[config.mk]
export PLATFORM = sky130hd
export DESIGN_NAME = spi_link_top
export DESIGN_NICKNAME = d
export VERILOG_FILES = /design/src/hdl/spi_pkg.sv /design/src/hdl/spi_pins_if.sv /design/src/hdl/spi_link_top.sv /design/src/hdl/spi_master_engine.sv /design/src/hdl/spi_port_mux.sv /design/src/hdl/spi_slave_engine.sv /design/src/hdl/word_fifo.sv
export SDC_FILE = /design/constraint.sdc
export NUM_CORES = 1
export LEC_CHECK = 0
export CAP_MARGIN = 10
export CELL_PAD_IN_SITES_DETAIL_PLACEMENT = 1
export CELL_PAD_IN_SITES_GLOBAL_PLACEMENT = 1
export CORE_UTILIZATION = 50
export DETAILED_ROUTE_END_ITERATION = 7
export DONT_BUFFER_PORTS = 1
export HOLD_SLACK_MARGIN = 0.03
export PLACE_DENSITY_LB_ADDON = 0.1
export SKIP_CTS_REPAIR_TIMING = 1
export SYNTH_ARGS = -nofsm -noshare
export SYNTH_HDL_FRONTEND = slang
export SYNTH_SLANG_ARGS = --single-unit
[constraint.sdc]
create_clock -name clk -period 2.85 [get_ports clk]
set_input_delay 0.285 -clock clk [delete_from_list [all_inputs] [get_ports clk]]
set_output_delay 0.285 -clock clk [all_outputs]
set_load 0.01 [all_outputs]
[src/hdl/spi_pkg.sv]
// Shared SPI word types and link configuration for every block of the design
// All values are elaboration constants, and run time changes are not supported
// CLK_DIV below 3 breaks the slave synchronizer margin
package spi_pkg;

  // *************************************************************************
  // Word format
  // *************************************************************************

  // Bits per transfer, shifted MSB first
  localparam int WORD_BITS = 16;

  // One SPI word as seen on either data line
  typedef logic [WORD_BITS-1:0] spi_word_t;

  // Both data lines of one transfer, MOSI in the upper half
  typedef struct packed {
    spi_word_t mosi;
    spi_word_t miso;
  } spi_pair_t;

  // *************************************************************************
  // Bus mode
  // *************************************************************************

  // Idle level of sclk
  localparam bit SPI_CPOL = 1'b0;

  // Zero samples on the first edge of each bit and one samples on the second
  localparam bit SPI_CPHA = 1'b0;

  // Chip select is driven low while a transfer is running
  localparam bit CS_ACTIVE_LOW = 1'b1;

  // System clock cycles per sclk half period
  localparam int CLK_DIV = 4;

  // *************************************************************************
  // Slave behaviour
  // *************************************************************************

  // Word shifted out on MISO when no reply is queued
  localparam spi_word_t DEFAULT_MISO = 16'hCAFE;

  // Entries in each slave side queue
  localparam int FIFO_DEPTH = 4;

endpackage

[src/hdl/spi_pins_if.sv]
// Four wire SPI bundle between an engine and the pin router
// miso_pin is the level on the external MISO pin and only matters on the slave side
interface spi_pins_if;

  logic sclk;
  logic cs;
  logic mosi;
  // Value the engine itself puts on MISO
  logic miso;
  // Level actually present on the MISO pin after routing
  logic miso_pin;

  // Master engine side
  modport drv (output sclk, cs, mosi, input miso);

  // Slave engine side, which may also observe the real MISO line
  modport lsn (input sclk, cs, mosi, miso_pin, output miso);

  // Router side of the master instance
  modport rtr_m (input sclk, cs, mosi, output miso);

  // Router side of the slave instance
  modport rtr_s (output sclk, cs, mosi, miso_pin, input miso);

endinterface

[src/hdl/spi_link_top.sv]
// SPI link with one master engine, one slave engine and a pin router
// All streams are valid/ready, and monitor_en may only change while the bus is idle
module spi_link_top (
  input  logic               clk,
  input  logic               arst_n,
  input  logic               monitor_en,
  // Words for the master to send
  input  spi_pkg::spi_word_t mtx_data,
  input  logic               mtx_valid,
  output logic               mtx_ready,
  // Words the master captured on MISO
  output spi_pkg::spi_word_t mrx_data,
  output logic               mrx_valid,
  input  logic               mrx_ready,
  // Slave reply queue
  input  spi_pkg::spi_word_t stx_data,
  input  logic               stx_valid,
  output logic               stx_ready,
  // Pairs seen by the slave
  output spi_pkg::spi_pair_t srx_data,
  output logic               srx_valid,
  input  logic               srx_ready,
  // Slave side pins
  input  logic               s_spi_sclk,
  input  logic               s_spi_mosi,
  output logic               s_spi_miso,
  input  logic               s_spi_cs,
  // Master side pins
  output logic               m_spi_sclk,
  output logic               m_spi_mosi,
  input  logic               m_spi_miso,
  output logic               m_spi_cs
);

  spi_pins_if mst_pins ();
  spi_pins_if slv_pins ();

  // The master stops taking words while the bridge owns its pins
  spi_master_engine u_master (
    .clk      (clk),
    .arst_n   (arst_n),
    .enable   (!monitor_en),
    .tx_data  (mtx_data),
    .tx_valid (mtx_valid),
    .tx_ready (mtx_ready),
    .rx_data  (mrx_data),
    .rx_valid (mrx_valid),
    .rx_ready (mrx_ready),
    .pins     (mst_pins.drv)
  );

  spi_slave_engine u_slave (
    .clk         (clk),
    .arst_n      (arst_n),
    .listen_only (monitor_en),
    .pins        (slv_pins.lsn),
    .tx_data     (stx_data),
    .tx_valid    (stx_valid),
    .tx_ready    (stx_ready),
    .rx_data     (srx_data),
    .rx_valid    (srx_valid),
    .rx_ready    (srx_ready)
  );

  spi_port_mux u_port_mux (
    .monitor_en (monitor_en),
    .mst        (mst_pins.rtr_m),
    .slv        (slv_pins.rtr_s),
    .s_spi_sclk (s_spi_sclk),
    .s_spi_mosi (s_spi_mosi),
    .s_spi_cs   (s_spi_cs),
    .m_spi_miso (m_spi_miso),
    .s_spi_miso (s_spi_miso),
    .m_spi_sclk (m_spi_sclk),
    .m_spi_mosi (m_spi_mosi),
    .m_spi_cs   (m_spi_cs)
  );

endmodule

[src/hdl/spi_master_engine.sv]
// SPI master for single 16 bit words with a fixed mode taken from spi_pkg
// MISO is sampled one clk after the sample edge to cover the slave sync delay
// A captured word blocks the next transfer until it has been read
module spi_master_engine (
  input  logic               clk,
  input  logic               arst_n,
  input  logic               enable,
  input  spi_pkg::spi_word_t tx_data,
  input  logic               tx_valid,
  output logic               tx_ready,
  output spi_pkg::spi_word_t rx_data,
  output logic               rx_valid,
  input  logic               rx_ready,
  spi_pins_if.drv            pins
);

  localparam int MSB    = spi_pkg::WORD_BITS - 1;
  localparam int DIV_W  = (spi_pkg::CLK_DIV > 1) ? $clog2(spi_pkg::CLK_DIV) : 1;
  localparam int EDGE_W = $clog2(2 * spi_pkg::WORD_BITS);

  typedef enum logic [1:0] {ST_IDLE, ST_LEAD, ST_SHIFT, ST_TRAIL} state_t;

  state_t              state;
  logic [DIV_W-1:0]    div_cnt;
  logic [EDGE_W-1:0]   edge_cnt;
  logic                sclk_q;
  logic                cs_act_q;
  logic                mosi_q;
  logic                sample_pend;
  logic                half_done;
  logic                sample_now;
  logic                last_edge;
  logic                start;
  spi_pkg::spi_word_t  tx_sr;
  spi_pkg::spi_word_t  rx_sr;

  // New words are taken only while idle, enabled and with the last result read
  assign tx_ready   = enable && (state == ST_IDLE) && !rx_valid;
  assign start      = tx_valid && tx_ready;
  assign half_done  = (div_cnt == DIV_W'(spi_pkg::CLK_DIV - 1));
  // Even edge numbers are leading edges, so CPHA picks the sampling parity
  assign sample_now = (edge_cnt[0] == spi_pkg::SPI_CPHA);
  assign last_edge  = (edge_cnt == EDGE_W'(2 * spi_pkg::WORD_BITS - 1));

  assign pins.sclk = sclk_q;
  assign pins.cs   = cs_act_q ^ spi_pkg::CS_ACTIVE_LOW;
  assign pins.mosi = mosi_q;

  // *************************************************************************
  // Transfer sequencing
  // *************************************************************************

  // Lead and trail each last one half period and the shift phase has one
  // sclk edge at the end of every half period
  always_ff @(posedge clk or negedge arst_n) begin
    if (!arst_n) begin
      state       <= ST_IDLE;
      div_cnt     <= '0;
      edge_cnt    <= '0;
      sclk_q      <= spi_pkg::SPI_CPOL;
      cs_act_q    <= 1'b0;
      mosi_q      <= 1'b0;
      sample_pend <= 1'b0;
      rx_valid    <= 1'b0;
    end else begin
      sample_pend <= 1'b0;
      if (rx_valid && rx_ready) begin
        rx_valid <= 1'b0;
      end
      case (state)
        ST_IDLE: begin
          if (start) begin
            state    <= ST_LEAD;
            cs_act_q <= 1'b1;
            mosi_q   <= tx_data[MSB];
            div_cnt  <= '0;
            edge_cnt <= '0;
          end
        end
        ST_LEAD: begin
          div_cnt <= half_done ? '0 : div_cnt + 1'b1;
          if (half_done) begin
            state <= ST_SHIFT;
          end
        end
        ST_SHIFT: begin
          div_cnt <= half_done ? '0 : div_cnt + 1'b1;
          if (half_done) begin
            sclk_q   <= ~sclk_q;
            edge_cnt <= edge_cnt + 1'b1;
            if (sample_now) begin
              sample_pend <= 1'b1;
            end else begin
              mosi_q <= tx_sr[MSB];
            end
            if (last_edge) begin
              state <= ST_TRAIL;
            end
          end
        end
        default: begin
          div_cnt <= half_done ? '0 : div_cnt + 1'b1;
          if (half_done) begin
            state    <= ST_IDLE;
            cs_act_q <= 1'b0;
            rx_valid <= 1'b1;
          end
        end
      endcase
    end
  end

  // With CPHA set the first shift edge presents the MSB again
  always_ff @(posedge clk) begin
    if (start) begin
      tx_sr <= spi_pkg::SPI_CPHA ? tx_data : {tx_data[MSB-1:0], 1'b0};
    end else if ((state == ST_SHIFT) && half_done && !sample_now) begin
      tx_sr <= {tx_sr[MSB-1:0], 1'b0};
    end
    if (sample_pend) begin
      rx_sr <= {rx_sr[MSB-1:0], pins.miso};
    end
    if ((state == ST_TRAIL) && half_done) begin
      rx_data <= rx_sr;
    end
  end

  a_sclk_in_cs: assert property (@(posedge clk) disable iff (!arst_n)
    (pins.sclk != $past(pins.sclk)) |-> cs_act_q);

  a_rx_hold: assert property (@(posedge clk) disable iff (!arst_n)
    (rx_valid && !rx_ready) |=> (rx_valid && $stable(rx_data)));

endmodule

[src/hdl/spi_port_mux.sv]
// Combinational pin router between the two engines and the external SPI pins
// monitor_en must only change while both sides are idle
module spi_port_mux (
  input  logic      monitor_en,
  spi_pins_if.rtr_m mst,
  spi_pins_if.rtr_s slv,
  input  logic      s_spi_sclk,
  input  logic      s_spi_mosi,
  input  logic      s_spi_cs,
  input  logic      m_spi_miso,
  output logic      s_spi_miso,
  output logic      m_spi_sclk,
  output logic      m_spi_mosi,
  output logic      m_spi_cs
);

  // *************************************************************************
  // External pins
  // *************************************************************************

  // Monitor mode bridges the slave pins onto the master pins unchanged
  always_comb begin
    if (monitor_en) begin
      m_spi_sclk = s_spi_sclk;
      m_spi_mosi = s_spi_mosi;
      m_spi_cs   = s_spi_cs;
      s_spi_miso = m_spi_miso;
    end else begin
      m_spi_sclk = mst.sclk;
      m_spi_mosi = mst.mosi;
      m_spi_cs   = mst.cs;
      s_spi_miso = slv.miso;
    end
  end

  // *************************************************************************
  // Engine side
  // *************************************************************************

  // The slave always watches the s pins, in either mode
  assign slv.sclk = s_spi_sclk;
  assign slv.mosi = s_spi_mosi;
  assign slv.cs   = s_spi_cs;

  // The real MISO pin level, which is the far end's reply in monitor mode
  assign slv.miso_pin = s_spi_miso;

  // The master hears nothing while its pins are handed to the bridge
  assign mst.miso = monitor_en ? 1'b0 : m_spi_miso;

endmodule

[src/hdl/spi_slave_engine.sv]
// SPI slave that oversamples its pins with clk through two sync flops
// The sclk half period must span at least 3 clk cycles for edges to resolve
// A received pair is lost when the rx queue is full at the end of a word
module spi_slave_engine (
  input  logic               clk,
  input  logic               arst_n,
  input  logic               listen_only,
  spi_pins_if.lsn            pins,
  input  spi_pkg::spi_word_t tx_data,
  input  logic               tx_valid,
  output logic               tx_ready,
  output spi_pkg::spi_pair_t rx_data,
  output logic               rx_valid,
  input  logic               rx_ready
);

  localparam int MSB   = spi_pkg::WORD_BITS - 1;
  localparam int CNT_W = $clog2(spi_pkg::WORD_BITS);

  logic [2:0]         sclk_s;
  logic [2:0]         cs_s;
  logic [1:0]         mosi_s;
  logic [1:0]         miso_s;
  logic               cs_act;
  logic               cs_start;
  logic               cs_end;
  logic               sclk_edge;
  logic               sample_edge;
  logic               shift_edge;
  logic               miso_bit;
  logic [CNT_W-1:0]   bit_cnt;
  logic               miso_q;
  logic               pair_vld;
  logic               overflow;
  logic               txq_valid;
  logic               rxq_ready;
  spi_pkg::spi_word_t txq_data;
  spi_pkg::spi_word_t reply_word;
  spi_pkg::spi_word_t tx_sr;
  spi_pkg::spi_pair_t rx_pair;

  // *************************************************************************
  // Pin synchronizers and edge decode
  // *************************************************************************

  always_ff @(posedge clk or negedge arst_n) begin
    if (!arst_n) begin
      sclk_s <= {3{spi_pkg::SPI_CPOL}};
      cs_s   <= {3{spi_pkg::CS_ACTIVE_LOW}};
      mosi_s <= '0;
      miso_s <= '0;
    end else begin
      sclk_s <= {sclk_s[1:0], pins.sclk};
      cs_s   <= {cs_s[1:0], pins.cs};
      mosi_s <= {mosi_s[0], pins.mosi};
      miso_s <= {miso_s[0], pins.miso_pin};
    end
  end

  assign cs_act    = cs_s[1] ^ spi_pkg::CS_ACTIVE_LOW;
  assign cs_start  = cs_act & ~(cs_s[2] ^ spi_pkg::CS_ACTIVE_LOW);
  assign cs_end    = ~cs_act & (cs_s[2] ^ spi_pkg::CS_ACTIVE_LOW);
  assign sclk_edge = sclk_s[1] ^ sclk_s[2];
  // A leading edge leaves the idle level, and CPHA swaps the two edge roles
  assign sample_edge = sclk_edge & ((sclk_s[2] == spi_pkg::SPI_CPOL) ^ spi_pkg::SPI_CPHA);
  assign shift_edge  = sclk_edge & cs_act & ~sample_edge;

  // In monitor use the far end's MISO is recorded instead of our own bit
  assign miso_bit  = listen_only ? miso_s[1] : miso_q;
  assign pins.miso = miso_q;

  // Only a listening slave leaves the reply queue alone
  assign reply_word = txq_valid ? txq_data : spi_pkg::DEFAULT_MISO;

  word_fifo #(.payload_t(spi_pkg::spi_word_t)) u_tx_fifo (
    .clk       (clk),
    .arst_n    (arst_n),
    .in_data   (tx_data),
    .in_valid  (tx_valid),
    .in_ready  (tx_ready),
    .out_data  (txq_data),
    .out_valid (txq_valid),
    .out_ready (cs_start & ~listen_only)
  );

  // *************************************************************************
  // Bit control
  // *************************************************************************

  always_ff @(posedge clk or negedge arst_n) begin
    if (!arst_n) begin
      bit_cnt  <= '0;
      miso_q   <= 1'b0;
      pair_vld <= 1'b0;
      overflow <= 1'b0;
    end else begin
      pair_vld <= 1'b0;
      if (pair_vld && !rxq_ready) begin
        overflow <= 1'b1;
      end
      if (cs_start) begin
        bit_cnt <= '0;
        miso_q  <= listen_only ? 1'b0 : reply_word[MSB];
      end else if (cs_end) begin
        bit_cnt <= '0;
        miso_q  <= 1'b0;
      end else if (cs_act) begin
        if (shift_edge && !listen_only) begin
          miso_q <= tx_sr[MSB];
        end
        if (sample_edge) begin
          bit_cnt  <= (bit_cnt == CNT_W'(MSB)) ? '0 : bit_cnt + 1'b1;
          pair_vld <= (bit_cnt == CNT_W'(MSB));
        end
      end
    end
  end

  // The finished pair sits in rx_pair for the cycle in which pair_vld is high
  always_ff @(posedge clk) begin
    if (cs_start) begin
      tx_sr <= spi_pkg::SPI_CPHA ? reply_word : {reply_word[MSB-1:0], 1'b0};
    end else if (shift_edge) begin
      tx_sr <= {tx_sr[MSB-1:0], 1'b0};
    end
    if (sample_edge && cs_act) begin
      rx_pair.mosi <= {rx_pair.mosi[MSB-1:0], mosi_s[1]};
      rx_pair.miso <= {rx_pair.miso[MSB-1:0], miso_bit};
    end
  end

  word_fifo #(.payload_t(spi_pkg::spi_pair_t)) u_rx_fifo (
    .clk       (clk),
    .arst_n    (arst_n),
    .in_data   (rx_pair),
    .in_valid  (pair_vld),
    .in_ready  (rxq_ready),
    .out_data  (rx_data),
    .out_valid (rx_valid),
    .out_ready (rx_ready)
  );

  // The far end must keep sclk quiet outside chip select
  a_sample_in_cs: assert property (@(posedge clk) disable iff (!arst_n)
    sample_edge |-> cs_act);

  a_no_overflow: assert property (@(posedge clk) disable iff (!arst_n) !overflow)
    else $error("slave rx queue overflow, a received pair was lost");

endmodule

[src/hdl/word_fifo.sv]
// Circular valid/ready queue of spi_pkg::FIFO_DEPTH entries for any payload type
// Output data comes straight from the storage array without a register stage
module word_fifo #(
  parameter type payload_t = spi_pkg::spi_word_t
) (
  input  logic     clk,
  input  logic     arst_n,
  input  payload_t in_data,
  input  logic     in_valid,
  output logic     in_ready,
  output payload_t out_data,
  output logic     out_valid,
  input  logic     out_ready
);

  localparam int PTR_W = (spi_pkg::FIFO_DEPTH > 1) ? $clog2(spi_pkg::FIFO_DEPTH) : 1;
  localparam int CNT_W = $clog2(spi_pkg::FIFO_DEPTH + 1);

  payload_t         mem [spi_pkg::FIFO_DEPTH];
  logic [PTR_W-1:0] wr_ptr;
  logic [PTR_W-1:0] rd_ptr;
  logic [CNT_W-1:0] count;
  logic             push;
  logic             pop;

  // Pointers wrap explicitly so that depths other than powers of two work
  function automatic logic [PTR_W-1:0] next_ptr(input logic [PTR_W-1:0] ptr);
    if (ptr == PTR_W'(spi_pkg::FIFO_DEPTH - 1)) begin
      return '0;
    end
    return ptr + 1'b1;
  endfunction

  assign in_ready  = (count != CNT_W'(spi_pkg::FIFO_DEPTH));
  assign out_valid = (count != '0);
  assign out_data  = mem[rd_ptr];
  assign push      = in_valid & in_ready;
  assign pop       = out_valid & out_ready;

  always_ff @(posedge clk or negedge arst_n) begin
    if (!arst_n) begin
      wr_ptr <= '0;
      rd_ptr <= '0;
      count  <= '0;
    end else begin
      if (push) begin
        wr_ptr <= next_ptr(wr_ptr);
      end
      if (pop) begin
        rd_ptr <= next_ptr(rd_ptr);
      end
      // A simultaneous push and pop leaves the fill level unchanged
      if (push && !pop) begin
        count <= count + 1'b1;
      end else if (pop && !push) begin
        count <= count - 1'b1;
      end
    end
  end

  always_ff @(posedge clk) begin
    if (push) begin
      mem[wr_ptr] <= in_data;
    end
  end

  // The fill level must stay within the storage over any push and pop sequence
  a_count_bound: assert property (@(posedge clk) disable iff (!arst_n)
    count <= CNT_W'(spi_pkg::FIFO_DEPTH));

endmodule

# Yosys cells after proc, flatten, opt, wreduce, memory -nomap -nowiden
# Memory sizes are Yosys's and may differ from the RTL's.
# Cells that the tools add are included.
[op_classes]
n_addsub = 11
n_eq_ne = 18
muxes = 73
n_bitwise = 19
reduce_logical = 39
[op_table]
columns = ["operator", "n"]
rows = [
  ["$mux 16", 5],
  ["$mux 1", 37],
  ["$mux 2", 16],
  ["$mux 4", 5],
  ["$eq 2x2->1 const B", 7],
  ["$logic_and 1x1->1", 13],
  ["$mux 3", 4],
  ["$reduce_bool 2->1", 6],
  ["$reduce_bool 3->1", 4],
  ["$add 2x1->2 const B", 5],
  ["$and 1x1->1", 10],
  ["$mux 5", 2],
  ["$ne 2x1->1 const B", 5],
  ["$pmux 5 s2", 1],
  ["$ne 3x3->1 const B", 3],
  ["$not 1->1", 8],
  ["$add 3x1->3 const B", 2],
  ["$logic_not 1->1", 6],
  ["$pmux 2 s3", 1],
  ["$reduce_and 2->1", 3],
  ["$reduce_and 3->1", 2],
  ["$sub 3x1->3 const B", 2],
  ["$add 5x1->5 const B", 1],
  ["$eq 5x5->1 const B", 1],
  ["other kinds (10)", 11],
]
[word_totals]
reg_bits = 138
mem_bits_rw = 192
input_bits = 43
output_inout_bits = 56
elab_cells = 190
mem_count = 2
[memory_table]
columns = ["name", "depth", "word_bits", "rd", "rd_ports_with_merged_regs", "write_ports", "line_no", "rtl"]
rows = [
  ["u_slave.u_rx_fifo.mem", 4, 32, 1, 0, 1, "word_fifo.sv:19", "payload_t mem [spi_pkg::FIFO_DEPTH];"],
  ["u_slave.u_tx_fifo.mem", 4, 16, 1, 0, 1, "word_fifo.sv:19", ""],
]

# Longest topological paths before layout
[depth]
ltp_word = 9
mapped_depth = 10
ltp_nobuf = 10

# Cells and area by module
# From an unflattened synthesis, not the netlist that was laid out.
[hier_totals]
cells_unflattened = 640
hier_area_um2 = 12654.6
[by_module_without_submodules]
columns = ["mod", "n_inst", "cells_per_inst", "area_per_inst_um2", "seq_area_each_um2"]
rows = [
  ["word_fifo (u_slave.u_rx_fifo)", 1, 205, 5106.1, 4018.9],
  ["word_fifo (u_slave.u_tx_fifo)", 1, 121, 2790.2, 2097.0],
  ["spi_master_engine", 1, 171, 2396.0, 1761.7],
  ["spi_slave_engine", 1, 133, 2274.7, 1815.5],
  ["spi_port_mux", 1, 9, 83.8, 0.0],
  ["spi_link_top", 1, 1, 3.8, 0.0],
]

# Worst setup path after synthesis
# Ideal clock, no wire load.
[synth_timing]
path_type = "register -> register"
from = "reg u_slave.sclk_s[2]"
to = "reg u_slave.rx_pair[0] (netlist name) (enable)"
setup_time_ns = 0.425
arrival_time_ns = 2.295
required_time_ns = 2.425
setup_slack_ns = 0.130
stages_incl_launch_ff = 5
path_buffers = 1
period_less_slack_ns = 2.720
cell_sequence = "dfrtp_1 -> inv_1 -> ha_1 -> clkbuf_1 -> nor2b_1"
[synth_via]
elab_chain_len = 3
elab_cells_between_ends = 4
cone_classes = "bitwise (3); reduce/logical (1)"
[synth_rtl]
columns = ["element", "line_no", "rtl"]
rows = [
  ["start, declared", "spi_slave_engine.sv:20", "logic [2:0] sclk_s;"],
  ["start signal, assigned", "spi_slave_engine.sv:48", "sclk_s <= {3{spi_pkg::SPI_CPOL}};"],
  ["start signal, assigned", "spi_slave_engine.sv:53", "sclk_s <= {sclk_s[1:0], pins.sclk};"],
  ["$xor 1x1->1 or $not 1->1 (tied branches)", "spi_slave_engine.sv:63, spi_slave_engine.sv:65", ""],
  ["$and 1x1->1 (*)", "spi_slave_engine.sv:65", "assign sample_edge = sclk_edge & ((sclk_s[2] == spi_pkg::SPI_CPOL) ^ spi_pkg::SPI_CPHA);"],
  ["$logic_and 1x1->1 (*)", "spi_slave_engine.sv:126", "if (sample_edge && cs_act) begin"],
  ["end, declared", "spi_slave_engine.sv:40", "spi_pkg::spi_pair_t rx_pair;"],
]
# Mark *: on every way between the ends. The rest lies on a longest branch, timed or not.
# A chain may end at the register's enable or synchronous reset.

# Worst setup path after layout
[layout_timing]
from = "reg u_master.state[0]"
to = "reg u_master.tx_sr[14] (enable)"
[layout_via]
elab_chain_len = 5
elab_cells_between_ends = 8
cone_classes = "eq/ne (1); reduce/logical (7)"
[layout_rtl]
columns = ["element", "line_no", "rtl"]
rows = [
  ["start, declared", "spi_master_engine.sv:23", "state_t state;"],
  ["start signal, assigned", "spi_master_engine.sv:57", "state <= ST_IDLE;"],
  ["start signal, assigned", "spi_master_engine.sv:73", "state <= ST_LEAD;"],
  ["start signal, assigned", "spi_master_engine.sv:83", "state <= ST_SHIFT;"],
  ["$logic_not 2->1", "spi_master_engine.sv:38", "assign tx_ready = enable && (state == ST_IDLE) && !rx_valid;"],
  ["$logic_and 1x1->1 (2 in series)", "spi_master_engine.sv:38", ""],
  ["$logic_and 1x1->1", "spi_master_engine.sv:39", "assign start = tx_valid && tx_ready;"],
  ["$reduce_bool 2->1 (no line) (*)", "-", ""],
  ["end signal, assigned", "spi_master_engine.sv:116", "tx_sr <= spi_pkg::SPI_CPHA ? tx_data : {tx_data[MSB-1:0], 1'b0};"],
  ["end signal, assigned", "spi_master_engine.sv:118", "tx_sr <= {tx_sr[MSB-1:0], 1'b0};"],
  ["end, declared", "spi_master_engine.sv:34", "spi_pkg::spi_word_t tx_sr;"],
]
# Marked as above.

==> impl_metrics.env <==
export IMPL_grt_max_degree=45
export IMPL_area_delta_synth_final_pct=16.5
export IMPL_synthesis_nets=666
export IMPL_cts_tree="done"
export IMPL_dpl_cell_area_um2=12900
export IMPL_synth_top_area_frac=0.691
export IMPL_ir_drop_v=0.000539
export IMPL_setup_worst_path_end_class="flop"
export IMPL_fin_worst_skew_ns=0.0175
export IMPL_yosys_top_cells_area="edfxtp_1, mux4_2, dfrtp_1"
export IMPL_cts_sinks=330
export IMPL_final_common_cell="edfxtp_1"
export IMPL_antenna_found_initial=0
export IMPL_synthArstFlopShare=0.133
export IMPL_nets=738
export IMPL_grt_pass1_wl_mm=33.5
export IMPL_path_clk_slew_ns=0.06
export IMPL_layout_min_cycle_time_ns=2.33
export IMPL_hp_class="in2reg"
export IMPL_final_cells=1019
export IMPL_placedCellCount=919
export IMPL_combPwrFrac=0.120
export IMPL_die_area_um2=25500
export IMPL_synth_top_area_cell="edfxtp_1"
export IMPL_powerDensity_nw_per_um2=820
export IMPL_first_pass_iters=4
export IMPL_fill_cells=2052
export IMPL_synth_flop_cell="edfxtp_1"
export IMPL_dr_first_iter_drc_count=329
export IMPL_antenna_cells=0
export IMPL_overflow=0
export IMPL_die_w_um=160
export IMPL_slowest_delay_ns=0.41
export IMPL_die_h_um=160
export IMPL_grt_setup_unrepaired="no"
export IMPL_detail_route_antenna_nets=0
export IMPL_crit_type="reg2reg"
export IMPL_yosysUniqueCellTypes=47
export IMPL_routed_wirelength_mm=21.1
export IMPL_cts_buffers=36
export IMPL_cts_root_buf="clkbuf_16"
export IMPL_drive_gt1_frac=0.214
export IMPL_clk_latency_ns=0.51
export IMPL_yosysSeqAreaShare=0.780
export IMPL_relSlewSlack=0.473
export IMPL_hold_violations=0
export IMPL_p_seq_frac=0.505
export IMPL_pwr_share_clk=0.375
export IMPL_multi_input_area_um2=2580
export IMPL_swShare=0.228
export IMPL_route_detailed_drc=0
export IMPL_start_util=0.511
export IMPL_maxSlewViolCount=0
export IMPL_drv_cap=0
export IMPL_fin_ws_ns=0.518
export IMPL_fin_crit_sh=0.818
export IMPL_stdcell_area_um2=14500
export IMPL_tightest_slew_ns=0.791
export IMPL_path_cells="inv_1 -> ha_1 -> inv_6 -> nor4b_4 -> buf_4 -> a31o_2"
export IMPL_drt_wirelength_per_cell_um=20.7
export IMPL_num_rows=57
export IMPL_intPower_mw=9.16
export IMPL_status="complete, no violations"
export IMPL_reg2reg_from="u_master.state[0]"
export IMPL_syn_area_per_cell_um2=20.7
export IMPL_syn_area_um2=12400
export IMPL_place_hpwl_mm=12.6
export IMPL_pin_count=99
export IMPL_avgViaCountPerCell=5.46
export IMPL_mostFrequentLayoutCells="edfxtp_1, mux4_2, dfrtp_1"
export IMPL_crit_slowest_cell="dfrtp_1"
export IMPL_p_switching_mw=2.71
export IMPL_crit_fanout=18
export IMPL_arrival_ns=2.48
export IMPL_core_um2=24300
export IMPL_via_count=5567
export IMPL_regArea_um2=9690
export IMPL_dpl_worst_slack_ns=0.520
export IMPL_max_freq_mhz=429
export IMPL_yosysWarnings=0
export IMPL_first_global_vias=5982
export IMPL_port_buffers=0
export IMPL_cts_max_level=2
export IMPL_crit_path_start_kind="flop"
export IMPL_netlist_instances=600
export IMPL_critPathLaunch="u_master.state[0]"
export IMPL_setup_violations_final=0
export IMPL_gp_congestion=0.705
export IMPL_cp_required_ns=3.00
export IMPL_setup_tns_ns=0
export IMPL_leakage_nw=4.97
export IMPL_cts_buffer_depth=3
export IMPL_synth_seq_cells=330
export IMPL_synth_edf_count=286
export IMPL_grt_usage=0.170
export IMPL_hold_start="monitor_en"
## power groups by stage
stage | Sequential, mW | Clock, mW | Combinational, mW
detailed placement | 6.10 | 0 | 1.37
global route | 6.05 | 4.75 | 1.59
floorplan | 5.97 | 0 | 1.13
CTS | 6.00 | 4.59 | 1.38
global placement | 6.06 | 0 | 1.33
finish | 5.99 | 4.45 | 1.42
## synthesized netlist by cell type, types with 2 or more instances
master    instances
edfxtp_1        286
mux4_2           48
dfrtp_1          41
ha_1             21
nand2_1          20
nor2_1           18
mux2_2           17
o21ai_0          14
inv_1            12
a22o_1           11
clkbuf_1         10
o22a_1           10
and2_1            9
mux2_4            8
and3_1            7
buf_2             7
nand2b_1          7
nor2b_1           5
a21oi_1           4
xnor2_1           4
xor2_1            4
a21o_1            3
dfstp_2           3
nor3_1            3
buf_6             2
fa_1              2
nand4_1           2
nor3b_1           2
o31ai_1           2
## worst max-delay path, delay by kind of cell, from the launching register on
| kind | cells | cell delay (ns) |
|---|---|---|
| flip-flops | 1 | 0.41 |
| buffers and inverters | 3 | 0.50 |
| adder cells (fa/ha/maj) | 1 | 0.40 |
| AO/OA/AOI/OAI | 1 | 0.40 |
| AND/OR/NAND/NOR | 1 | 0.25 |
## routing by layer
metal	global-route usage	share of wire	vias up
li1	-	-	2535
met1	0.221	0.43	2896
met2	0.287	0.52	100
met3	0.0382	0.037	36
met4	0.0538	0.019	0
met5	0	0	-
## cell families after synthesis
family	after synthesis	synth area share
flops	330	0.780
simple gates	79	0.0341
mux	73	0.112
compound gates	53	0.0309
buf+inv	34	0.0129
fa+ha+maj	23	0.0244
xor+xnor	8	0.00564
## path summary, 6_finish.rpt
path                                            to  slack [ns]  cells past startpoint
worst max-delay path            u_master.tx_sr[14]        0.52                      6
worst min-delay path             u_slave.pins.miso        0.01                      3
worst max register to register  u_master.tx_sr[14]        0.52                      6
worst min register to register   u_slave.sclk_s[1]        0.35                      0
max in group asynchronous          u_slave.cs_s[1]        2.29                      2
min in group asynchronous        u_master.rx_valid        0.28                      2
## metrics by stage
step / power [mW] / util / hold slack [ns]
3_3_place_gp: 7.39 / 0.531 / -0.00886
6_report: 11.9 / 0.595 / 0.0120
4_1_cts: 12.0 / 0.578 / -0.558
3_5_place_dp: 7.47 / 0.531 / -0.00864
5_1_grt: 12.4 / 0.595 / 0.0343
2_1_floorplan: 7.10 / - / -0.0106
## layout make-up
cell class,instances,area share
clock buffer,48,0.0690
inverter,13,0.00372
sequential,330,0.670
timing repair buffer,55,0.0408
clock inverter,13,0.0102
multi-input combinational,236,0.178
tap,324,0.0280
## sequential cells by signal, indices dropped and copies added (netlist names), 4 cells and up
name and count:
u_master.rx_sr 16, u_master.rx_data 16, u_slave.bit_cnt 4, u_slave.tx_sr 15
u_master.edge_cnt 5, u_slave.u_rx_fifo.mem 128, u_slave.u_tx_fifo.mem 64, u_master.tx_sr 15
u_slave.rx_pair 32
No activity file was read; power rests on OpenSTA's default activity.
